File: config.mk
export PLATFORM = sky130hd
export DESIGN_NAME = mul_unit
export DESIGN_NICKNAME = d
export VERILOG_FILES = /design/src/mul_pkg.sv /design/src/mul_ctrl.sv /design/src/mul_step_counter.sv /design/src/booth_datapath.sv /design/src/mul_unit.sv
export VERILOG_INCLUDE_DIRS = /design/src /design/src/src
export SDC_FILE = /design/constraint.sdc
export NUM_CORES = 1
export LEC_CHECK = 0
export ABC_AREA = 1
export BUFFER_PORTS_ARGS = -buffer_cell sky130_fd_sc_hd__buf_4
export CAP_MARGIN = 20
export CORE_MARGIN = 5
export CORE_UTILIZATION = 25
export DETAILED_ROUTE_END_ITERATION = 7
export GPL_ROUTABILITY_DRIVEN = 0
export GPL_TIMING_DRIVEN = 0
export PLACE_DENSITY_LB_ADDON = 0.15
export SLEW_MARGIN = 20
export SYNTH_ARGS = -nofsm -noshare
export SYNTH_HDL_FRONTEND = slang
export SYNTH_SLANG_ARGS = --single-unit
File: constraint.sdc
create_clock -name clk -period 5.9 [get_ports clk]
set_clock_uncertainty 0.05 [all_clocks]
set_input_delay 0.885 -clock clk [delete_from_list [all_inputs] [get_ports clk]]
set_output_delay 0.885 -clock clk [all_outputs]
set_load 0.005 [all_outputs]
File: src/mul_params.svh
`ifndef MUL_PARAMS_SVH
`define MUL_PARAMS_SVH

// **************************************************
// multiplier sizing
// **************************************************

// operand width of the core
`define MUL_XLEN 64

// low half used by the w-type multiply
`define MUL_WLEN 32

// radix-4 steps, two multiplier bits each
// full mode: 66 extended bits -> 33 steps
`define MUL_STEPS_D 33
// word mode: 34 bits -> 17 steps
`define MUL_STEPS_W 17

// step counter must hold MUL_STEPS_D
`define MUL_CNT_W 6

`endif

File: src/mul_pkg.sv
`default_nettype none

`include "mul_params.svh"

package mul_pkg;

	// **************************************************
	// request / result types
	// **************************************************

	// signedness of the two operands
	// a unsigned with b signed is not a legal code, handled as unsigned x unsigned
	typedef struct packed {
		logic a_signed;
		logic b_signed;
	} mul_sign_t;

	// one multiply request
	typedef struct packed {
		logic                 mulw;  // 32-bit word multiply
		mul_sign_t            sign;
		logic [`MUL_XLEN-1:0] a;     // multiplicand
		logic [`MUL_XLEN-1:0] b;     // multiplier
	} mul_req_t;

	// 128-bit product, split in halves
	typedef struct packed {
		logic [`MUL_XLEN-1:0] hi;
		logic [`MUL_XLEN-1:0] lo;
	} mul_res_t;

	// **************************************************
	// controller state
	// **************************************************

	// idle: waiting for a request
	// load: operands extended into the datapath
	// step: one booth step per cycle
	// hold: result on the port until taken
	typedef enum logic [1:0] {
		ST_IDLE = 2'd0,
		ST_LOAD = 2'd1,
		ST_STEP = 2'd2,
		ST_HOLD = 2'd3
	} mul_state_e;

endpackage

`default_nettype wire

File: src/mul_ctrl.sv
`default_nettype none

`include "mul_params.svh"

module mul_ctrl import mul_pkg::*; (
	input  wire        clk,
	input  wire        rst,
	input  wire        flush,
	// request side
	input  wire        req_valid,
	output logic       req_ready,
	// from the step counter
	input  wire        last_step,
	// result side
	input  wire        res_ready,
	output logic       res_valid,
	// shared with counter and datapath
	output mul_state_e state
);

	mul_state_e state_n;

	// **************************************************
	// next state
	// **************************************************

	always_comb begin
		state_n = state;
		unique case (state)
			ST_IDLE: begin
				// handshake, req_ready is high here
				if (req_valid)
					state_n = ST_LOAD;
			end
			ST_LOAD: begin
				// single cycle of operand setup
				state_n = ST_STEP;
			end
			ST_STEP: begin
				// leave after the final booth step
				if (last_step)
					state_n = ST_HOLD;
			end
			ST_HOLD: begin
				// wait for the consumer
				if (res_ready)
					state_n = ST_IDLE;
			end
			default: begin
				state_n = ST_IDLE;
			end
		endcase

		// flush drops whatever is in flight or held
		// in idle there is nothing to drop
		if (flush && state != ST_IDLE)
			state_n = ST_IDLE;
	end

	// **************************************************
	// state register
	// **************************************************

	always_ff @(posedge clk) begin
		if (rst)
			state <= ST_IDLE;
		else
			state <= state_n;
	end

	// handshake flags straight from the state
	// one multiply at a time, so ready only when idle
	assign req_ready = (state == ST_IDLE);

	// result valid for the whole hold phase
	assign res_valid = (state == ST_HOLD);

endmodule

`default_nettype wire

File: src/mul_step_counter.sv
`default_nettype none

`include "mul_params.svh"

module mul_step_counter import mul_pkg::*; (
	input  wire        clk,
	input  wire        rst,
	input  wire        mul_state_e state,
	input  wire        word_mode,
	output logic       last_step
);

	// remaining booth steps
	logic [`MUL_CNT_W-1:0] cnt;

	always_ff @(posedge clk) begin
		if (rst) begin
			cnt <= '0;
		end else if (state == ST_LOAD) begin
			// word mode needs only half the steps
			if (word_mode)
				cnt <= `MUL_CNT_W'(`MUL_STEPS_W);
			else
				cnt <= `MUL_CNT_W'(`MUL_STEPS_D);
		end else if (state == ST_STEP) begin
			// one step consumed per cycle
			cnt <= cnt - 1'b1;
		end
	end

	// ctrl moves to hold on the edge where one step is left
	assign last_step = (cnt == `MUL_CNT_W'(1));

endmodule

`default_nettype wire

File: src/booth_datapath.sv
`default_nettype none

`include "mul_params.svh"

module booth_datapath import mul_pkg::*; (
	input  wire        clk,
	input  wire        rst,
	input  wire        mul_state_e state,
	input  wire        req_valid,
	input  wire        mul_req_t req,
	output logic       word_mode,
	output mul_res_t   res
);

	// extended operand width, 64 bits plus room for sign and booth pairs
	localparam int OPW   = `MUL_XLEN + 2;
	// accumulator high part, two guard bits for +-2a
	localparam int ACCW  = OPW + 2;
	// position of the word product in acc_lo after the word steps
	localparam int WBASE = OPW - 2 * `MUL_STEPS_W;

	// captured request
	mul_sign_t            sign_q;
	logic [`MUL_XLEN-1:0] a_q;
	logic [`MUL_XLEN-1:0] b_q;
	logic                 a_sx;
	logic                 b_sx;

	// booth state
	logic [OPW-1:0]       mcand;
	logic [ACCW-1:0]      acc_hi;
	logic [OPW-1:0]       acc_lo;
	logic                 prev;

	// step logic
	logic [ACCW-1:0]      mcand_x;
	logic [ACCW-1:0]      pp;
	logic [ACCW-1:0]      sum;
	logic [ACCW-1:0]      hi_n;
	logic [OPW-1:0]       lo_n;
	logic [`MUL_WLEN-1:0] wprod;
	mul_res_t             res_n;

	// sign or zero extension to OPW bits
	// word mode looks at the low half only
	function automatic logic [OPW-1:0] extend(input logic [`MUL_XLEN-1:0] v,
			input logic word, input logic sx);
		logic fill;
		logic [OPW-1:0] r;
		if (word) begin
			fill = sx & v[`MUL_WLEN-1];
			r = {{(OPW-`MUL_WLEN){fill}}, v[`MUL_WLEN-1:0]};
		end else begin
			fill = sx & v[`MUL_XLEN-1];
			r = {{(OPW-`MUL_XLEN){fill}}, v};
		end
		return r;
	endfunction

	// **************************************************
	// request capture
	// **************************************************

	// mode bit goes to the step counter
	always_ff @(posedge clk) begin
		if (rst)
			word_mode <= 1'b0;
		else if (state == ST_IDLE && req_valid)
			word_mode <= req.mulw;
	end

	always_ff @(posedge clk) begin
		if (state == ST_IDLE && req_valid) begin
			sign_q <= req.sign;
			a_q    <= req.a;
			b_q    <= req.b;
		end
	end

	// signed b alone is not a legal code, treated as unsigned
	assign a_sx = sign_q.a_signed;
	assign b_sx = sign_q.a_signed & sign_q.b_signed;

	// **************************************************
	// radix-4 recoding and accumulate
	// **************************************************

	always_comb begin
		mcand_x = {{(ACCW-OPW){mcand[OPW-1]}}, mcand};
		// {b[i+1], b[i], b[i-1]} picks the partial product
		unique case ({acc_lo[1:0], prev})
			3'b001, 3'b010: pp = mcand_x;
			3'b011:         pp = mcand_x << 1;
			3'b100:         pp = -(mcand_x << 1);
			3'b101, 3'b110: pp = -mcand_x;
			default:        pp = '0;
		endcase
		sum  = acc_hi + pp;
		// arithmetic shift of {sum, acc_lo} by two
		hi_n = {{2{sum[ACCW-1]}}, sum[ACCW-1:2]};
		lo_n = {sum[1:0], acc_lo[OPW-1:2]};
	end

	// **************************************************
	// result formatting
	// **************************************************

	always_comb begin
		// low 32 product bits after the word steps
		wprod = lo_n[WBASE +: `MUL_WLEN];
		if (word_mode) begin
			res_n.lo = {{(`MUL_XLEN-`MUL_WLEN){wprod[`MUL_WLEN-1]}}, wprod};
			res_n.hi = {`MUL_XLEN{wprod[`MUL_WLEN-1]}};
		end else begin
			// full product is {hi_n, lo_n}, keep the low 128 bits
			res_n.lo = lo_n[`MUL_XLEN-1:0];
			res_n.hi = {hi_n[2*`MUL_XLEN-OPW-1:0], lo_n[OPW-1:`MUL_XLEN]};
		end
	end

	// **************************************************
	// load / step registers
	// **************************************************

	always_ff @(posedge clk) begin
		case (state)
			ST_LOAD: begin
				mcand  <= extend(a_q, word_mode, a_sx);
				acc_hi <= '0;
				acc_lo <= extend(b_q, word_mode, b_sx);
				prev   <= 1'b0;
			end
			ST_STEP: begin
				acc_hi <= hi_n;
				acc_lo <= lo_n;
				prev   <= acc_lo[1];
				// last write lands on the step -> hold edge
				res    <= res_n;
			end
			default: begin
				// idle and hold keep everything
			end
		endcase
	end

endmodule

`default_nettype wire

File: src/mul_unit.sv
`default_nettype none

`include "mul_params.svh"

module mul_unit import mul_pkg::*; (
	input  wire        clk,
	input  wire        rst,
	input  wire        flush,
	// request
	input  wire        req_valid,
	output logic       req_ready,
	input  wire        mul_req_t req,
	// result
	output logic       res_valid,
	input  wire        res_ready,
	output mul_res_t   res
);

	// **************************************************
	// internal wiring
	// **************************************************

	mul_state_e state;
	logic       last_step;
	logic       word_mode;

	// sequencing
	mul_ctrl ctrl_i (
		.clk       (clk),
		.rst       (rst),
		.flush     (flush),
		.req_valid (req_valid),
		.req_ready (req_ready),
		.last_step (last_step),
		.res_ready (res_ready),
		.res_valid (res_valid),
		.state     (state)
	);

	// step count, loaded per request
	mul_step_counter cnt_i (
		.clk       (clk),
		.rst       (rst),
		.state     (state),
		.word_mode (word_mode),
		.last_step (last_step)
	);

	// booth arithmetic and result register
	booth_datapath dp_i (
		.clk       (clk),
		.rst       (rst),
		.state     (state),
		.req_valid (req_valid),
		.req       (req),
		.word_mode (word_mode),
		.res       (res)
	);

endmodule

`default_nettype wire

==> results.md <==
- WHS: between 0.3 and 0.4 ns
- Critical path arrival: approximately 5.3 ns
- Post-CTS Setup Bufs: 0
- Crit path time final: 5.02 ns
- Initial antenna violation count: 6
- Primary FF master, synth: edfxtp_1
- Max Cap Viol: 0
- Post-synth EDFFs: about 460
- Num Clock Sinks: 465
- # DRC: 0
- First drt pass iteration count: 6
- Row count: approximately 120
- Root Buffer: clkbuf_16
- Critical path type: reg -> reg
- Share of layout cells above drive strength 1: roughly an eighth
- Die area: about 0.11 mm²
- Final HPWL DP: 80.3 mm
- Final TNS setup: 0 ns
- Worst Tran Pin Value: a little under 0.9 ns
- Area grow syn2layout: 21.9%
- Vias in the first global route: about 22,000
- Slew Limit Headroom: 42.1%
- Clock tree buffer depth: 3
- Vias: between 20,000 and 25,000
- CTS H-Tree Depth: 2
- Setup crit end: dp_i.res[126]
- Setup violators final: 0
- R2R Setup Slk: just under 0.9 ns
- CTS tree: done
- Die width: 334 µm
- Initial Utilization: between 20 and 30%
- Post-synthesis net count: 3,286
- Clock-pin slew of the registers on the worst-case setup and hold paths: 0.06 ns
- FF/Latch Area: ~0.014 mm²
- Filler Cells Inserted: around 11,000
- Period utilisation layout: a little under nine tenths
- Critical R2R Capture: dp_i.res[126]
- Die H: approximately 330 µm
- CTS buffer count: 57
- Hold crit path type: in -> reg
- Pin count of the biggest net entering global routing: 93
- Final #Nets: between 3,000 and 4,000
- Post-synth cell types: 49
- Final core utilization: around 31%
- Post-CTS Resized: 0
- CP max FO: 10
- Fin. max-slew vios: 0
- Yosys reg bits: between 400 and 500
- Total global routing overflow: 0
- Req. time, crit path: between 6 and 7 ns
- Fmax: roughly 200 MHz
- IO Port Bufs: 265
- Crit path from: dp_i.acc_lo[0]
- WL final: ~100 mm
- Area of the multi-input gates: around 0.011 mm²
- First DRT Iteration DRCs: between 1,500 and 2,000
- Reg2reg start: dp_i.acc_lo[0]
- RSZ-0062 raised after global routing: no
- Critical path launch point type: flip-flop
- Core Box Area: 0.105 mm²
- Post-synthesis instance area: approximately 0.026 mm²
- Seq/Total Area, Yosys: 52.7%
- Hold Crit Depth: 1
- First-pass GRT wire length: around 150 mm
- Routed length per instance: 20.8 µm
- Register-to-Register Path Depth: 23
- Synth Instances: between 3,000 and 4,000
- Critical Path Sink Type: flip-flop
- Clock latency on the worst-skew pair: between 0.6 and 0.7 ns
- Vias per cell: 4.62
- Status: complete, no violations
- Fraction of registers with async set/reset: 0%
- I/O pin cnt: 266
- YS warnings: 0
- Hold Buf Count CTS: 0
- Antenna-violating nets left: 0
- Count of final hold-check violations: 0
- GR Util All Layers: 17.4%
- Mean area per synthesized cell: around 8.6 µm²
per-layer routing:
metal	wire length, µm	GRT usage [%]	up-vias
li1	-	-	11000
met1	43900	22.8	10700
met2	48300	29.8	608
met3	6050	3.36	122
met4	2460	4.22	6
met5	48	0	-
registers in the layout, indices dropped and copies added, names as in the netlist:
name,cells
dp_i.a_sx,1
dp_i.res,128
dp_i.b_q,64
dp_i.mcand,65
ctrl_i.state,2
dp_i.acc_lo,66
dp_i.word_mode,1
dp_i.prev,1
dp_i.a_q,64
dp_i.acc_hi,66
cnt_i.cnt,6
dp_i.sign_q,1
per-stage QoR:
step	worst slack [ns]	area (µm²)	std cells
after floorplan	1.21	26300	3075
after global placement	-1.85	30000	4731
after detailed placement	0.871	30300	4738
after CTS	0.864	32000	4841
after global routing	0.525	32000	4841
final	0.884	32100	4843
critical path: stages (launching register included):
cell and delay [ns]:
edfxtp_1 0.43, nor2_1 0.07, inv_1 0.11, nand2_1 0.10
nor2_2 0.55, inv_2 0.26, clkbuf_1 0.36, o211ai_1 0.40
inv_1 0.12, fa_1 0.43, inv_1 0.16, nand3_1 0.12
inv_1 0.09, nand2_1 0.06, nand3_1 0.23, nand3_1 0.12
nand2_1 0.20, nand2_1 0.09, nand2_1 0.26, nand2_1 0.18
nand2_1 0.10, nand2_1 0.08, nand3_1 0.08, nand2_1 0.08
synthesized netlist by cell type, types with 5 or more instances:
library cell | number | area share (%)
inv_1 | 405 | 5.8
nor3_2 | 7 | 0.27
nand2_1 | 867 | 12
nor2_4 | 8 | 0.34
a221oi_1 | 7 | 0.23
nor4_1 | 7 | 0.17
nand4_1 | 37 | 0.88
ha_1 | 74 | 3.5
or2_2 | 5 | 0.12
inv_2 | 5 | 0.071
nor3_1 | 28 | 0.53
o21bai_1 | 14 | 0.40
o22ai_1 | 16 | 0.38
nand3b_1 | 22 | 0.63
nor2_2 | 23 | 0.55
xnor2_1 | 27 | 0.90
a22oi_1 | 32 | 0.91
nand2_2 | 15 | 0.36
nand3_2 | 9 | 0.34
o2111ai_1 | 19 | 0.63
nor2_1 | 298 | 4.3
dfxtp_1 | 9 | 0.68
buf_2 | 9 | 0.17
o21ai_1 | 16 | 0.30
clkbuf_1 | 71 | 1.0
buf_1 | 6 | 0.086
nand3_1 | 171 | 3.3
o21ai_0 | 200 | 3.8
edfxtp_1 | 456 | 52
xor2_1 | 41 | 1.4
a21oi_1 | 145 | 2.8
layout by cell type, fill, tap and decap left out, drive strengths merged, types with 14 or more instances in the layout:
master   netlist  routed
inv          410     413
nand4         37      37
o2111ai       19      19
nor3          35      35
a21oi        146     146
o22ai         16      16
xor2          41      41
clkbuf        71     138
a22oi         32      32
nand3b        22      22
xnor2         27      27
ha            74      74
o21ai        218     218
nor2         329     329
buf           16     288
nand2        882     882
nand3        181     181
edfxtp       456     456
o21bai        14      14
clkinv         0      28
final cells by class:
cell class / count / share of cell area (%)
Timing Repair Buffer: 272 / 6.78
Sequential cell: 465 / 43.3
Clock buffer: 67 / 4.57
Multi-Input combinational cell: 2113 / 33.0
Buffer: 87 / 1.08
Inverter: 410 / 4.82
Clock inverter: 36 / 0.991
Antenna cell: 2 / 0.0156
Tap cell: 1391 / 5.43
logic make-up (layout without fill, tap and decap cells):
group | Yosys count | count (layout) | synth area share [%]
xor+xnor | 68 | 68 | 2.26
flops | 465 | 465 | 52.7
fa+ha+maj | 75 | 75 | 3.60
buf+inv | 497 | 872 | 7.16
other cells | 0 | 2 | 0
simple gates | 1505 | 1505 | 24.3
compound gates | 465 | 465 | 9.91
worst min-delay path by stage:
stage / to / startpoint / slack [ns]
floorplan: dp_i.mcand[0] / dp_i.a_q[0] / 0.35
global placement: dp_i.mcand[21] / dp_i.a_q[21] / 0.36
detailed placement: dp_i.mcand[21] / dp_i.a_q[21] / 0.36
CTS: dp_i.b_q[50] / req[50] / 0.25
global route: dp_i.b_q[17] / req[17] / 0.27
finish: dp_i.b_q[17] / req[17] / 0.31
Power is left out: the tool's default activity adds up to more than one toggle a clock period on the data nets, which glitch-free logic cannot reach.
